==> config.mk <==
export PLATFORM = sky130hd
export DESIGN_NAME = routerOutputPort
export DESIGN_NICKNAME = d
export VERILOG_FILES = /design/src/logic/routerPkg.sv /design/src/logic/timerLink.sv /design/src/logic/flitMux.sv /design/src/logic/outputArbiter.sv /design/src/logic/packetTimer.sv /design/src/logic/routerOutputPort.sv
export SDC_FILE = /design/constraint.sdc
export NUM_CORES = 1
export LEC_CHECK = 0
export ABC_AREA = 1
export BUFFER_PORTS_ARGS = -buffer_cell sky130_fd_sc_hd__buf_4
export CAP_MARGIN = 20
export CELL_PAD_IN_SITES_DETAIL_PLACEMENT = 0
export CELL_PAD_IN_SITES_GLOBAL_PLACEMENT = 2
export CORE_MARGIN = 1.5
export CORE_UTILIZATION = 31
export CTS_CLUSTER_SIZE = 12
export DETAILED_ROUTE_END_ITERATION = 10
export MAX_ROUTING_LAYER = met4
export PLACE_DENSITY = 0.77
export SKIP_CTS_REPAIR_TIMING = 1
export SYNTH_ARGS = -nofsm -noshare
export SYNTH_HDL_FRONTEND = slang
export SYNTH_HIERARCHICAL = 1
export SYNTH_SLANG_ARGS = --single-unit
==> constraint.sdc <==
create_clock -name clk -period 3.2 [get_ports clk]
set_input_delay 0.64 -clock clk [delete_from_list [all_inputs] [get_ports clk]]
set_output_delay 0.64 -clock clk [all_outputs]
set_load 0.03 [all_outputs]
==> src/logic/routerPkg.sv <==
package routerPkg;

  // Port order everywhere is L, N, E, W, S at indices 0 to 4.
  localparam int numPorts = 5;
  localparam int portIdxWidth = $clog2(numPorts);

  localparam int wordWidth = 16;
  localparam int lengthWidth = 12;
  localparam int routeWidth = wordWidth - lengthWidth;
  localparam int flitIdWidth = 3;

  localparam logic [flitIdWidth-1:0] flitIdHeader = 3'd1;

  // One-hot grant state. Bit 0 is idle, bits 1 to 5 follow the port order.
  localparam int stateWidth = numPorts + 1;

  localparam logic [stateWidth-1:0] stateIdle = 6'b000001;
  localparam logic [stateWidth-1:0] stateL = 6'b000010;
  localparam logic [stateWidth-1:0] stateN = 6'b000100;
  localparam logic [stateWidth-1:0] stateE = 6'b001000;
  localparam logic [stateWidth-1:0] stateW = 6'b010000;
  localparam logic [stateWidth-1:0] stateS = 6'b100000;

  // Header flit layout. The length field bounds how long the packet may hold an output.
  typedef struct packed {
    logic [routeWidth-1:0] route;
    logic [lengthWidth-1:0] length;
  } flitHeader;

  // A flit word is read as a header by the arbiter and forwarded raw by the mux.
  typedef union packed {
    flitHeader header;
    logic [wordWidth-1:0] payload;
  } flitWord;

endpackage

==> src/logic/timerLink.sv <==
`timescale 1ns/1ps

interface timerLink;

  logic [routerPkg::flitIdWidth-1:0] flitId;
  logic [routerPkg::lengthWidth-1:0] length;
  logic runTimer;
  logic timesUp;

  modport arbiter (
    output flitId,
    output length,
    output runTimer,
    input timesUp
  );

  modport timer (
    input flitId,
    input length,
    input runTimer,
    output timesUp
  );

endinterface

==> src/logic/flitMux.sv <==
`timescale 1ns/1ps

module flitMux
(
  input logic clk,
  input logic rst,
  input logic [routerPkg::stateWidth-1:0] grant,
  input logic [routerPkg::numPorts-1:0] req,
  input routerPkg::flitWord word [routerPkg::numPorts],
  output logic outValid,
  output logic [routerPkg::wordWidth-1:0] outWord
);

  logic [routerPkg::wordWidth-1:0] selWord;
  logic selValid;

  // AND-OR select on the one-hot grant. The idle bit selects nothing, so valid drops.
  always_comb
  begin
    selWord = '0;
    selValid = 1'b0;
    for (int p = 0; p < routerPkg::numPorts; p++)
    begin
      if (grant[p + 1])
      begin
        selWord = selWord | word[p].payload;
        selValid = selValid | req[p];
      end
    end
  end

  always_ff @(posedge clk)
  begin
    if (rst)
    begin
      outValid <= 1'b0;
      outWord <= '0;
    end
    else
    begin
      outValid <= selValid;
      outWord <= selWord;
    end
  end

endmodule

==> src/logic/outputArbiter.sv <==
`timescale 1ns/1ps

module outputArbiter
(
  input logic clk,
  input logic rst,
  input logic [routerPkg::numPorts-1:0] req,
  input logic [routerPkg::flitIdWidth-1:0] flitId [routerPkg::numPorts],
  input routerPkg::flitWord word [routerPkg::numPorts],
  output logic [routerPkg::stateWidth-1:0] grant
);

  logic [routerPkg::stateWidth-1:0] nextGrant;
  logic [routerPkg::numPorts-1:0] runTimer;
  logic [routerPkg::numPorts-1:0] timesUp;
  logic [routerPkg::portIdxWidth-1:0] holder;
  logic held;

  timerLink link [routerPkg::numPorts] ();

  for (genvar p = 0; p < routerPkg::numPorts; p++)
  begin : portGen
    assign link[p].flitId = flitId[p];
    assign link[p].length = word[p].header.length;
    assign link[p].runTimer = runTimer[p];
    assign timesUp[p] = link[p].timesUp;

    packetTimer i_timer
    (
      .clk(clk),
      .rst(rst),
      .link(link[p])
    );
  end

  function automatic logic [routerPkg::stateWidth-1:0] portState(input int p);
    case (p)
      0: return routerPkg::stateL;
      1: return routerPkg::stateN;
      2: return routerPkg::stateE;
      3: return routerPkg::stateW;
      4: return routerPkg::stateS;
      default: return routerPkg::stateIdle;
    endcase
  endfunction

  // Returns the state of the first requesting port among span ports starting at start,
  // wrapping after S. The scan runs backwards so the nearest requester is written last.
  function automatic logic [routerPkg::stateWidth-1:0] firstRequest(
    input logic [routerPkg::numPorts-1:0] reqs,
    input int start,
    input int span
  );
    logic [2*routerPkg::numPorts-1:0] wrapped;
    logic [routerPkg::stateWidth-1:0] result;
    int idx;
    wrapped = {reqs, reqs};
    result = routerPkg::stateIdle;
    for (int k = routerPkg::numPorts - 1; k >= 0; k--)
    begin
      idx = start + k;
      if (k < span && wrapped[idx])
      begin
        if (idx >= routerPkg::numPorts)
        begin
          idx = idx - routerPkg::numPorts;
        end
        result = portState(idx);
      end
    end
    return result;
  endfunction

  // Decode the one-hot grant back to the index of the port holding it.
  always_comb
  begin
    holder = '0;
    held = 1'b0;
    for (int p = 0; p < routerPkg::numPorts; p++)
    begin
      if (grant[p + 1])
      begin
        holder = routerPkg::portIdxWidth'(p);
        held = 1'b1;
      end
    end
  end

  always_comb
  begin
    runTimer = '0;
    if (!held)
    begin
      // From idle the search starts at L, which gives the fixed L, N, E, W, S priority.
      nextGrant = firstRequest(req, 0, routerPkg::numPorts);
    end
    else if (req[holder] && !timesUp[holder])
    begin
      runTimer[holder] = 1'b1;
      nextGrant = grant;
    end
    else
    begin
      // The holder itself is skipped, so a port timed out with others waiting must yield.
      nextGrant = firstRequest(req, int'(holder) + 1, routerPkg::numPorts - 1);
    end
  end

  always_ff @(posedge clk)
  begin
    if (rst)
    begin
      grant <= routerPkg::stateIdle;
    end
    else
    begin
      grant <= nextGrant;
    end
  end

endmodule

==> src/logic/packetTimer.sv <==
`timescale 1ns/1ps

module packetTimer
(
  input logic clk,
  input logic rst,
  timerLink.timer link
);

  logic [routerPkg::lengthWidth-1:0] limit;
  logic [routerPkg::lengthWidth-1:0] count;

  always_ff @(posedge clk)
  begin
    if (rst)
    begin
      limit <= '0;
      count <= '0;
    end
    else
    begin
      // Every header flit on this input reloads the limit, whether it holds the grant or not.
      if (link.flitId == routerPkg::flitIdHeader)
      begin
        limit <= link.length;
      end

      // The count only survives while the grant is being kept.
      if (link.runTimer)
      begin
        count <= count + 1'b1;
      end
      else
      begin
        count <= '0;
      end
    end
  end

  // A grant started from a cleared count therefore lasts limit+1 cycles.
  assign link.timesUp = (count == limit);

endmodule

==> src/logic/routerOutputPort.sv <==
`timescale 1ns/1ps

module routerOutputPort
(
  input logic clk,
  input logic rst,
  input logic [routerPkg::numPorts-1:0] req,
  input logic [routerPkg::numPorts-1:0][routerPkg::flitIdWidth-1:0] flitId,
  input logic [routerPkg::numPorts-1:0][routerPkg::wordWidth-1:0] word,
  output logic [routerPkg::stateWidth-1:0] grant,
  output logic outValid,
  output logic [routerPkg::wordWidth-1:0] outWord
);

  logic [routerPkg::flitIdWidth-1:0] flitIdList [routerPkg::numPorts];
  routerPkg::flitWord wordList [routerPkg::numPorts];

  // Each packed word port is viewed as a flit so that its header fields can be decoded.
  for (genvar p = 0; p < routerPkg::numPorts; p++)
  begin : unpackGen
    assign flitIdList[p] = flitId[p];
    assign wordList[p] = routerPkg::flitWord'(word[p]);
  end

  outputArbiter i_arbiter
  (
    .clk(clk),
    .rst(rst),
    .req(req),
    .flitId(flitIdList),
    .word(wordList),
    .grant(grant)
  );

  flitMux i_mux
  (
    .clk(clk),
    .rst(rst),
    .grant(grant),
    .req(req),
    .word(wordList),
    .outValid(outValid),
    .outWord(outWord)
  );

endmodule

---- After elaboration in Yosys (flattened, before gate mapping) ----
Cells that the tools add are included.
operators by class
  bitwise operators ....................... 13
  equal/unequal tests ..................... 27
  $add $sub $neg .......................... 13
  reduce and logical (&&, ||, !) cells .... 12
  $lt $le $gt $ge ......................... 10
  mux-type cells .......................... 70
operators with widths
  cell                                                                                   count
  32-bit 2-to-1 mux                                                                      16
  32-bit by 2-bit equality test with 1-bit output (second input constant)                8
  32-bit by 1-bit equality test with 1-bit output (second input constant)                4
  32-bit by 3-bit equality test with 1-bit output (second input constant)                4
  32-bit by 4-bit greater-or-equal comparator with 1-bit output (second input constant)  4
  32-bit logical NOT                                                                     4
  32-bit by 6-bit less-than comparator with 1-bit output (second input constant)         4
  32-bit by 4-bit subtractor with 32-bit output (second input constant)                  4
  6-bit case mux with 5 select lines                                                     4
  16-bit 2-to-1 mux                                                                      5
  6-bit 2-to-1 mux                                                                       11
  32-bit by 3-bit adder with 32-bit output (second input constant)                       2
  16-bit bitwise OR                                                                      4
  12-bit by 1-bit adder with 12-bit output (second input constant)                       5
  12-bit equality test                                                                   5
  32-bit by 2-bit adder with 32-bit output (second input constant)                       1
  1-bit 2-to-1 mux                                                                       22
  1-bit binary-select mux with 4-bit select                                              4
  3-bit by 1-bit equality test with 1-bit output (second input constant)                 5
  5-bit 2-to-1 mux                                                                       2
  2-bit OR reduction                                                                     5
  3-bit 2-to-1 mux                                                                       3
  1-bit binary-select mux with 3-bit select                                              2
  1-bit NOT                                                                              5
  8 further kinds                                                                        12
word-level totals
  output and inout port bits .............. 23
  word-level logic and storage cells ...... 158
  register bits ........................... 143

---- Logic depth before layout (Yosys ltp) ----
Gate-level depths: netlist (run 1).
  depth after elaboration ................. 20
  mapped depth ............................ 25

---- By module ----
The synthesis (run 1) kept the hierarchy.
modules (own cells, without submodules)
  module         times used  cells an instance  area an instance (sq um)
  packetTimer    5           169                1191.1
  outputArbiter  1           245                1283.7
  flitMux        1           182                1104.8

---- Worst setup path after synthesis (run 1) ----
OpenSTA, ideal clock, no wires.
  kind .................................... register to register
  start ................................... register i_arbiter/grant[4] in the netlist's numbering
  end ..................................... register i_arbiter/grant[5] in the netlist's numbering
  required time ........................... 3130 ps
  data arrival time ....................... 2873 ps
  path slack .............................. 257 ps
  setup time .............................. 70 ps
  stages on the path, launching flop included .. 25
  path through ............................ dfxtp_1 inv_1 nand2_2 nand2_4 buf_6 ha_1 clkinv_1 ha_1 inv_1 nand2_1 nand2_1 inv_1 nand2_1 nand3_1 nor2_1 nand3_1 nand2_1 inv_1 nand2_1 nand2_1 nand2_1 nand2_1 nand2_1 nand2_1 a21oi_1
on the way
  cells in the longest elaborated chain, start to end .. 17
  elaborated cells between the ends (all ways) .. 81
ends and longest elaborated chain
  item                                                                                                                            line                                      source
  start: declaration                                                                                                              outputArbiter.sv:10                       output logic [routerPkg::stateWidth-1:0] grant
  start signal: assignment                                                                                                        outputArbiter.sv:113                      grant <= routerPkg::stateIdle;
  start signal: assignment                                                                                                        outputArbiter.sv:117                      grant <= nextGrant;
  3-bit 2-to-1 mux (2 in series)                                                                                                  outputArbiter.sv:81                       if (grant[p + 1])
  3-bit by 1-bit adder with 4-bit output                                                                                          outputArbiter.sv:105                      nextGrant = firstRequest(req, int'(holder) + 1, routerPkg::numPorts - 1);
  32-bit by 3-bit adder with 32-bit output                                                                                        outputArbiter.sv:61                       idx = start + k;
  32-bit by 4-bit subtractor with 32-bit output or 32-bit by 4-bit greater-or-equal comparator with 1-bit output (tied branches)  outputArbiter.sv:66, outputArbiter.sv:64
  32-bit 2-to-1 mux                                                                                                               outputArbiter.sv:64                       if (idx >= routerPkg::numPorts)
  32-bit 2-to-1 mux                                                                                                               outputArbiter.sv:62                       if (k < span && wrapped[idx])
  32-bit 2-to-1 mux                                                                                                               outputArbiter.sv:97                       else if (req[holder] && !timesUp[holder])
  32-bit 2-to-1 mux                                                                                                               outputArbiter.sv:92                       if (!held)
  32-bit by 3-bit equality test with 1-bit output, or another cell as far along                                                   outputArbiter.sv:37                       case (p)
  6-bit case mux with 5 select lines                                                                                              outputArbiter.sv:37
  6-bit 2-to-1 mux (4 in series)                                                                                                  outputArbiter.sv:62
  6-bit 2-to-1 mux                                                                                                                outputArbiter.sv:97
  6-bit 2-to-1 mux                                                                                                                outputArbiter.sv:92
Several ways; a longest one is shown, not always the timed one. The select of a mux whose other input is x is not followed.
A chain may end at the register's enable or synchronous reset.

---- Final worst setup path (run 1) ----
  start ................................... register i_arbiter/grant[3] in the netlist's numbering
  end ..................................... register i_arbiter/grant[5] in the netlist's numbering
on the way
  cells in the longest elaborated chain, start to end .. 18
  elaborated cells between the ends (all ways) .. 83
ends and longest elaborated chain
  item                                                                                                                            line
  3-bit 2-to-1 mux (3 in series)                                                                                                  outputArbiter.sv:81
  3-bit by 1-bit adder with 4-bit output                                                                                          outputArbiter.sv:105
  32-bit by 3-bit adder with 32-bit output                                                                                        outputArbiter.sv:61
  32-bit by 4-bit subtractor with 32-bit output or 32-bit by 4-bit greater-or-equal comparator with 1-bit output (tied branches)  outputArbiter.sv:66, outputArbiter.sv:64
  32-bit 2-to-1 mux                                                                                                               outputArbiter.sv:64
  32-bit 2-to-1 mux                                                                                                               outputArbiter.sv:62
  32-bit 2-to-1 mux                                                                                                               outputArbiter.sv:97
  32-bit 2-to-1 mux                                                                                                               outputArbiter.sv:92
  32-bit by 3-bit equality test with 1-bit output, or another cell as far along                                                   outputArbiter.sv:37
  6-bit case mux with 5 select lines                                                                                              outputArbiter.sv:37
  6-bit 2-to-1 mux (4 in series)                                                                                                  outputArbiter.sv:62
  6-bit 2-to-1 mux                                                                                                                outputArbiter.sv:97
  6-bit 2-to-1 mux                                                                                                                outputArbiter.sv:92
Several ways; a longest one is shown, not always the timed one. The select of a mux whose other input is x is not followed.

==> impl_metrics.ini, run 1 <==
[timing]
maxSlewViolCount = 0
finalCriticalPeriod_ns = 2.84
fmax_mhz = 352
rsz0062_at_grt = no
min_period_over_period = 0.889
finalHoldViolCount = 0
finalSetupViolations = 0
fin_skew_ns = 0.0118
worst_pin_slew_ns = 0.530
fin_tns_setup_ns = 0
maxSlewHeadroom = 0.645

[critical_path]
cp_data_arrival_time_ns = 3.20
crit_path_frequent_cell = nand2_1
worstPathRequired_ns = 3.56
path_cells = inv_1, nand2_2, nand2_2, nand2_4, ha_1, clkinv_1, ha_1, inv_1, nand2_1, nand2_1, inv_1, nand2_1, nand3_1, nor2_1, nand3_1, nand2_1, inv_1, nand2_1, nand2_1, nand2_1, nand2_1, nand2_1, nand2_1, a21oi_1
regToRegEndpoint = i_arbiter/grant[5]$_SDFFE_PP0P_
critical_path_class = reg2reg
crit_buf_inv = 5
regToRegStartpoint = i_arbiter/grant[3]$_SDFFE_PP0P_
slowest_stage = dfxtp_1
crit_path_end_kind = flip-flop
reg2reg_depth = 24
slowest_delay_ns = 0.34
r2r_setup_slack_ns = 0.36
path_max_fanout = 15
crit_family = simple AND/OR/NAND/NOR gates
critPathLaunchType = flip-flop

[synth]
synth_nets = 1385
synth_area_leaders = dfxtp_1 34%, nand2_1 18%, nor2_1 9.9%
synth_top_area_share = 0.343
synth_area_um2 = 8340
synthCells = 1272
ys_ff_latch = 143
yosys_warnings = 6
avgSynthCellArea_um2 = 6.56
yosysTopAreaCell = dfxtp_1
ys_seq_area_frac = 0.343
synth_cell_types = 40

[placed_design]
hpwl_um = 19900
port_buffers = 124
gp_congestion = 0.888

[floorplan]
die_y_um = 167
die_w_um = 167
die_area_um2 = 27900
rows = 59
coreArea_um2 = 26200
initial_core_util = 0.318
io_pins = 125

[routing]
avgRoutedWirePerCell_um = 14.6
vias = 7945
viasPerCell = 4.55
routed_wl_um = 25400
drt-initial-drc-count = 362
drc = 0
ant_nets = 0
first_pass_iters = 5

[power_and_ir_drop]
ir_drop_v = 0.000358
power_uw = 7470
power.leakage_uw = 0.00449
power_per_cell_area_nw_per_um2 = 741

[layout]
area_delta_synth_final_pct = 20.9
num-nets-final = 1511
drive_gt1_frac = 0.173
fillCellCount = 2895
antennaDiodeCount = 0

[min_path]
min_from = i_arbiter/portGen[0].i_timer/limit[7]$_SDFFE_PP0N_
hold_path_end = i_arbiter/portGen[0].i_timer/limit[7]$_SDFFE_PP0N_
hold_path_class = reg2reg
hold_depth = 2

[global_route]
antenna_found_initial = 0
first_global_vias = 7585
grt_usage = 0.192
grt-ovfl-total = 0
grt_max_degree = 49
grt_pass1_wl_um = 40500

[run]
cap_violations = 0

[cts]
clk_path_buf_depth = 2
clk_latency_ns = 0.43
cts_root_buf = clkbuf_16
htree_levels = 4
cts_made_buffers = 17
clkTransAtPathRegs_ns = 0.07
cts.sinks = 143
cts_tree = done

[outcome]
outcome = complete, no violations
==> layer usage <==
layer,global-route usage,vias to the layer above,share of wire
li1,-,4211,-
met5,-,-,0
met4,0.0530,0,0.017
met3,0.0337,25,0.043
met2,0.310,181,0.46
met1,0.247,3528,0.48
==> worst max path at each step <==
stage,endpoint,startpoint,cells after the start,slack (ns)
floorplan,i_arbiter/grant[5]$_SDFFE_PP0P_,i_arbiter/grant[4]$_SDFFE_PP0P_,24,0.26
global route,i_arbiter/grant[5]$_SDFFE_PP0P_,i_arbiter/grant[3]$_SDFFE_PP0P_,24,0.03
detailed placement,i_arbiter/grant[5]$_SDFFE_PP0P_,i_arbiter/grant[4]$_SDFFE_PP0P_,23,0.30
finish,i_arbiter/grant[5]$_SDFFE_PP0P_,i_arbiter/grant[3]$_SDFFE_PP0P_,24,0.36
CTS,i_arbiter/grant[5]$_SDFFE_PP0P_,i_arbiter/grant[4]$_SDFFE_PP0P_,23,0.27
global placement,i_arbiter/grant[1]$_SDFFE_PP0P_,i_arbiter/grant[4]$_SDFFE_PP0P_,16,0.29
==> cells by family (layout without fill, tap and decap cells) <==
family / Yosys count / count (layout) / synth area share
AO/OA/AOI/OAI: 121 / 121 / 0.0918
adder cells (fa/ha/maj): 11 / 11 / 0.0165
XOR/XNOR: 36 / 36 / 0.0378
buffers and inverters: 207 / 346 / 0.119
other: 1 / 1 / 0.000449
flip-flops: 143 / 143 / 0.343
AND/OR/NAND/NOR: 753 / 753 / 0.391
==> layout by cell type, fill, tap and decap left out, drive strengths merged, types with 20 or more instances in the layout <==
cell type / count
a211oi: 60
a21oi: 34
buf: 141
dfxtp: 143
inv: 179
nand2: 412
nand3: 88
nor2: 239
o21ai: 24
xor2: 20
==> stage by stage <==
step                cell area, um2  cells  utilization  worst slack [ns]  hold slack, ns
floorplan                     8340   1272            -             0.257           0.446
global placement              9500   1714        0.362             0.285           0.455
detailed placement            9500   1714        0.362             0.302           0.457
CTS                          10100   1746        0.385             0.267           0.472
global route                 10100   1746        0.385            0.0315           0.488
finish                       10100   1746        0.385             0.356           0.471
==> registers in the layout, indices dropped and copies added, names as in the netlist <==
name / count
i_mux/outWord: 16
i_arbiter/portGen.i_timer/count: 60
i_mux/outValid: 1
i_arbiter/portGen.i_timer/limit: 60
i_arbiter/grant: 6
==> where the power goes <==
group	internal (uW)	switching, uW
logic	1130	2310
registers	1920	81.9
clock network	1110	916
total	4160	3310
==> area by class of cell <==
type	count	area (um2)	share of cell area
Sequential cell	143	2860	0.284
Timing Repair Buffer	141	1070	0.106
Tap cell	335	419	0.0415
Clock buffer	17	425	0.0422
Clock inverter	15	168	0.0166
Multi-Input combinational cell	922	4490	0.444
Inverter	173	659	0.0653
==> worst reg2reg max path, cell delays in order, from the launching register on <==
cell and delay, ns:
dfxtp_1 0.34, inv_1 0.07, nand2_2 0.07, nand2_2 0.09
nand2_4 0.14, ha_1 0.34, clkinv_1 0.08, ha_1 0.32
inv_1 0.16, nand2_1 0.07, nand2_1 0.09, inv_1 0.04
nand2_1 0.09, nand3_1 0.08, nor2_1 0.13, nand3_1 0.09
nand2_1 0.07, inv_1 0.04, nand2_1 0.05, nand2_1 0.05
nand2_1 0.05, nand2_1 0.04, nand2_1 0.07, nand2_1 0.08
a21oi_1 0.12
==> cells in the mapped netlist (all sizes together) <==
cell / instances
xor2: 20
buf: 32
nand2: 412
a211oi: 60
o21a: 1
o22ai: 1
nand4: 3
or3: 1
nand3b: 5
nor2: 239
conb: 1
dfxtp: 143
inv: 171
o21ai: 24
ha: 11
clkinv: 2
or2: 1
nand3: 88
clkbuf: 2
nor3: 4
xnor2: 16
o31ai: 1
a21oi: 34
No activity file was read; power rests on OpenSTA's default activity.
==> run 2: changes to the inputs <==
--- a/config.mk
+++ b/config.mk
@@ -6,14 +6,14 @@
 export NUM_CORES = 1
 export LEC_CHECK = 0
 export ABC_AREA = 1
-export BUFFER_PORTS_ARGS = -buffer_cell sky130_fd_sc_hd__buf_4
 export CAP_MARGIN = 20
 export CELL_PAD_IN_SITES_DETAIL_PLACEMENT = 0
 export CELL_PAD_IN_SITES_GLOBAL_PLACEMENT = 2
 export CORE_MARGIN = 1.5
-export CORE_UTILIZATION = 31
+export CORE_UTILIZATION = 35
 export CTS_CLUSTER_SIZE = 12
 export DETAILED_ROUTE_END_ITERATION = 10
+export DONT_BUFFER_PORTS = 1
 export MAX_ROUTING_LAYER = met4
 export PLACE_DENSITY = 0.77
 export SKIP_CTS_REPAIR_TIMING = 1
==> impl_metrics.ini, run 2 (same netlist as run 1, synthesis figures left out) <==
[outcome]
outcome = complete, no violations

[critical_path]
critical_path_class = reg2reg
slowest_stage = dfxtp_1
crit_path_frequent_cell = nand2_1
cp_data_arrival_time_ns = 3.27
critPathLaunchType = flip-flop
path_max_fanout = 14
regToRegStartpoint = i_arbiter/grant[3]$_SDFFE_PP0P_
path_cells = buf_4, nor2_4, nor2_4, ha_1, clkinv_1, ha_1, inv_1, nand2_1, nand2_1, inv_1, nand2_1, nand3_1, nor2_1, nand3_1, nand2_1, inv_1, nand2_1, nand2_1, nand2_1, nand2_1, nand2_1, nand2_1, a21oi_1
crit_family = simple AND/OR/NAND/NOR gates
regToRegEndpoint = i_arbiter/grant[5]$_SDFFE_PP0P_
worstPathRequired_ns = 3.54
slowest_delay_ns = 0.32
reg2reg_depth = 23
crit_buf_inv = 5
r2r_setup_slack_ns = 0.27
crit_path_end_kind = flip-flop

[routing]
ant_nets = 0
drc = 0
avgRoutedWirePerCell_um = 15.1
vias = 7448
viasPerCell = 4.65
drt-initial-drc-count = 346
first_pass_iters = 5
routed_wl_um = 24300

[timing]
finalHoldViolCount = 0
fin_tns_setup_ns = 0
finalCriticalPeriod_ns = 2.93
min_period_over_period = 0.915
worst_pin_slew_ns = 0.525
fmax_mhz = 341
finalSetupViolations = 0
maxSlewHeadroom = 0.648
worst_slack_ns = 0.271
maxSlewViolCount = 0
fin_skew_ns = 0.0184

[min_path]
hold_path_class = in2reg
min_from = rst
hold_path_end = i_arbiter/portGen[0].i_timer/limit[8]$_SDFFE_PP0N_
hold_depth = 1

[power_and_ir_drop]
power.switching_uw = 3240
power_uw = 7140
p_seq_frac = 0.301
clock_power_share = 0.267
pwr-share-comb = 0.432
ir_drop_v = 0.000337
p_sw_frac = 0.454
p_int_uw = 3890
power_per_cell_area_nw_per_um2 = 784
power.leakage_uw = 0.00386

[layout]
design_area_um2 = 9100
reg_top3 = i_arbiter/portGen.i_timer/count: 60 flops, i_arbiter/portGen.i_timer/limit: 60 flops, i_mux/outWord: 16 flops
antennaDiodeCount = 0
final_common_cell = nand2_1
drive_gt1_frac = 0.0927
post-route-util = 0.389
layout_common_cells = 395 x nand2_1, 218 x nor2_1, 160 x inv_1
num-nets-final = 1384
area_delta_synth_final_pct = 9.06
fillCellCount = 2631

[global_route]
grt_max_degree = 87
first_global_vias = 6961
grt-ovfl-total = 0
grt_usage = 0.207
antenna_found_initial = 0
grt_pass1_wl_um = 37800

[floorplan]
die_area_um2 = 24800
io_pins = 125
initial_core_util = 0.357
coreArea_um2 = 23400
die_w_um = 157
die_y_um = 157
rows = 56

[cts]
cts_tree = done
cts_made_buffers = 17
clk_path_buf_depth = 2
clkTransAtPathRegs_ns = 0.07
htree_levels = 4
cts.sinks = 143
clk_latency_ns = 0.43
cts_root_buf = clkbuf_16

[placed_design]
port_buffers = 0
gp_congestion = 0.863
placed_area_um2 = 8510
hpwl_um = 18700
pre_cts_slack_ns = 0.116

[run]
cap_violations = 0
==> run 2: cell types whose count changed in the layout (fill, tap and decap cells not counted) <==
cell and delta:
nor2_4 +2, clkinv_2 +2, bufinv_16 -1, buf_12 -1
nand2_8 +1, inv_6 -1, nor2_1 -2, dfxtp_2 +1
clkbuf_1 +1, dfxtp_1 -1, inv_8 -1, buf_4 -126
nand2_2 -1
==> run 2: worst max path at each step <==
stage,cells past startpoint,start,slack (ns),endpoint
after floorplan,24,i_arbiter/grant[4]$_SDFFE_PP0P_,0.26,i_arbiter/grant[5]$_SDFFE_PP0P_
after global placement,24,i_arbiter/grant[3]$_SDFFE_PP0P_,0.12,i_arbiter/grant[5]$_SDFFE_PP0P_
after detailed placement,23,i_arbiter/grant[4]$_SDFFE_PP0P_,0.12,i_arbiter/grant[5]$_SDFFE_PP0P_
after CTS,23,i_arbiter/grant[4]$_SDFFE_PP0P_,0.07,i_arbiter/grant[5]$_SDFFE_PP0P_
after global routing,23,i_arbiter/grant[3]$_SDFFE_PP0P_,-0.01,i_arbiter/grant[5]$_SDFFE_PP0P_
final,23,i_arbiter/grant[3]$_SDFFE_PP0P_,0.27,i_arbiter/grant[5]$_SDFFE_PP0P_
==> run 2: per-stage QoR <==
step,hold slack (ns),std cells
final,0.280,1603
after global routing,0.254,1603
after CTS,0.265,1602
after detailed placement,0.457,1570
after global placement,0.455,1570
after floorplan,0.446,1272
==> run 2: worst register-to-register path: cells and delay by family, from the launching register on <==
| family | cells | cell delay, ns |
|---|---|---|
| flip-flops | 1 | 0.32 |
| AND/OR/NAND/NOR | 15 | 1.27 |
| buffers and inverters | 5 | 0.52 |
| AO/OA/AOI/OAI | 1 | 0.12 |
| adder cells (fa/ha/maj) | 2 | 0.62 |
==> run 2: power groups by stage <==
| stage | clock (uW) | sequential, uW | combinational [uW] |
|---|---|---|---|
| after global placement | 0 | 2180 | 3090 |
| after detailed placement | 0 | 2180 | 3030 |
| after global routing | 2040 | 2160 | 3500 |
| after floorplan | 0 | 2210 | 2310 |
| final | 1910 | 2150 | 3090 |
| after CTS | 1970 | 2140 | 3040 |
==> run 2: per-layer routing <==
metal / vias up / share of wire / global-route usage
li1: 3960 / - / -
met4: 0 / 0.0091 / 0.0526
met1: 3320 / 0.48 / 0.259
met5: - / 0 / -
met3: 16 / 0.062 / 0.0570
met2: 152 / 0.45 / 0.329
==> run 2: layout make-up <==
cell class | instances | area [um2] | area share
tap | 319 | 399 | 0.0439
clock buffer | 18 | 429 | 0.0472
clock inverter | 14 | 128 | 0.0140
timing repair buffer | 14 | 105 | 0.0115
inverter | 173 | 659 | 0.0725
sequential | 143 | 2870 | 0.315
multi-input combinational | 922 | 4510 | 0.496
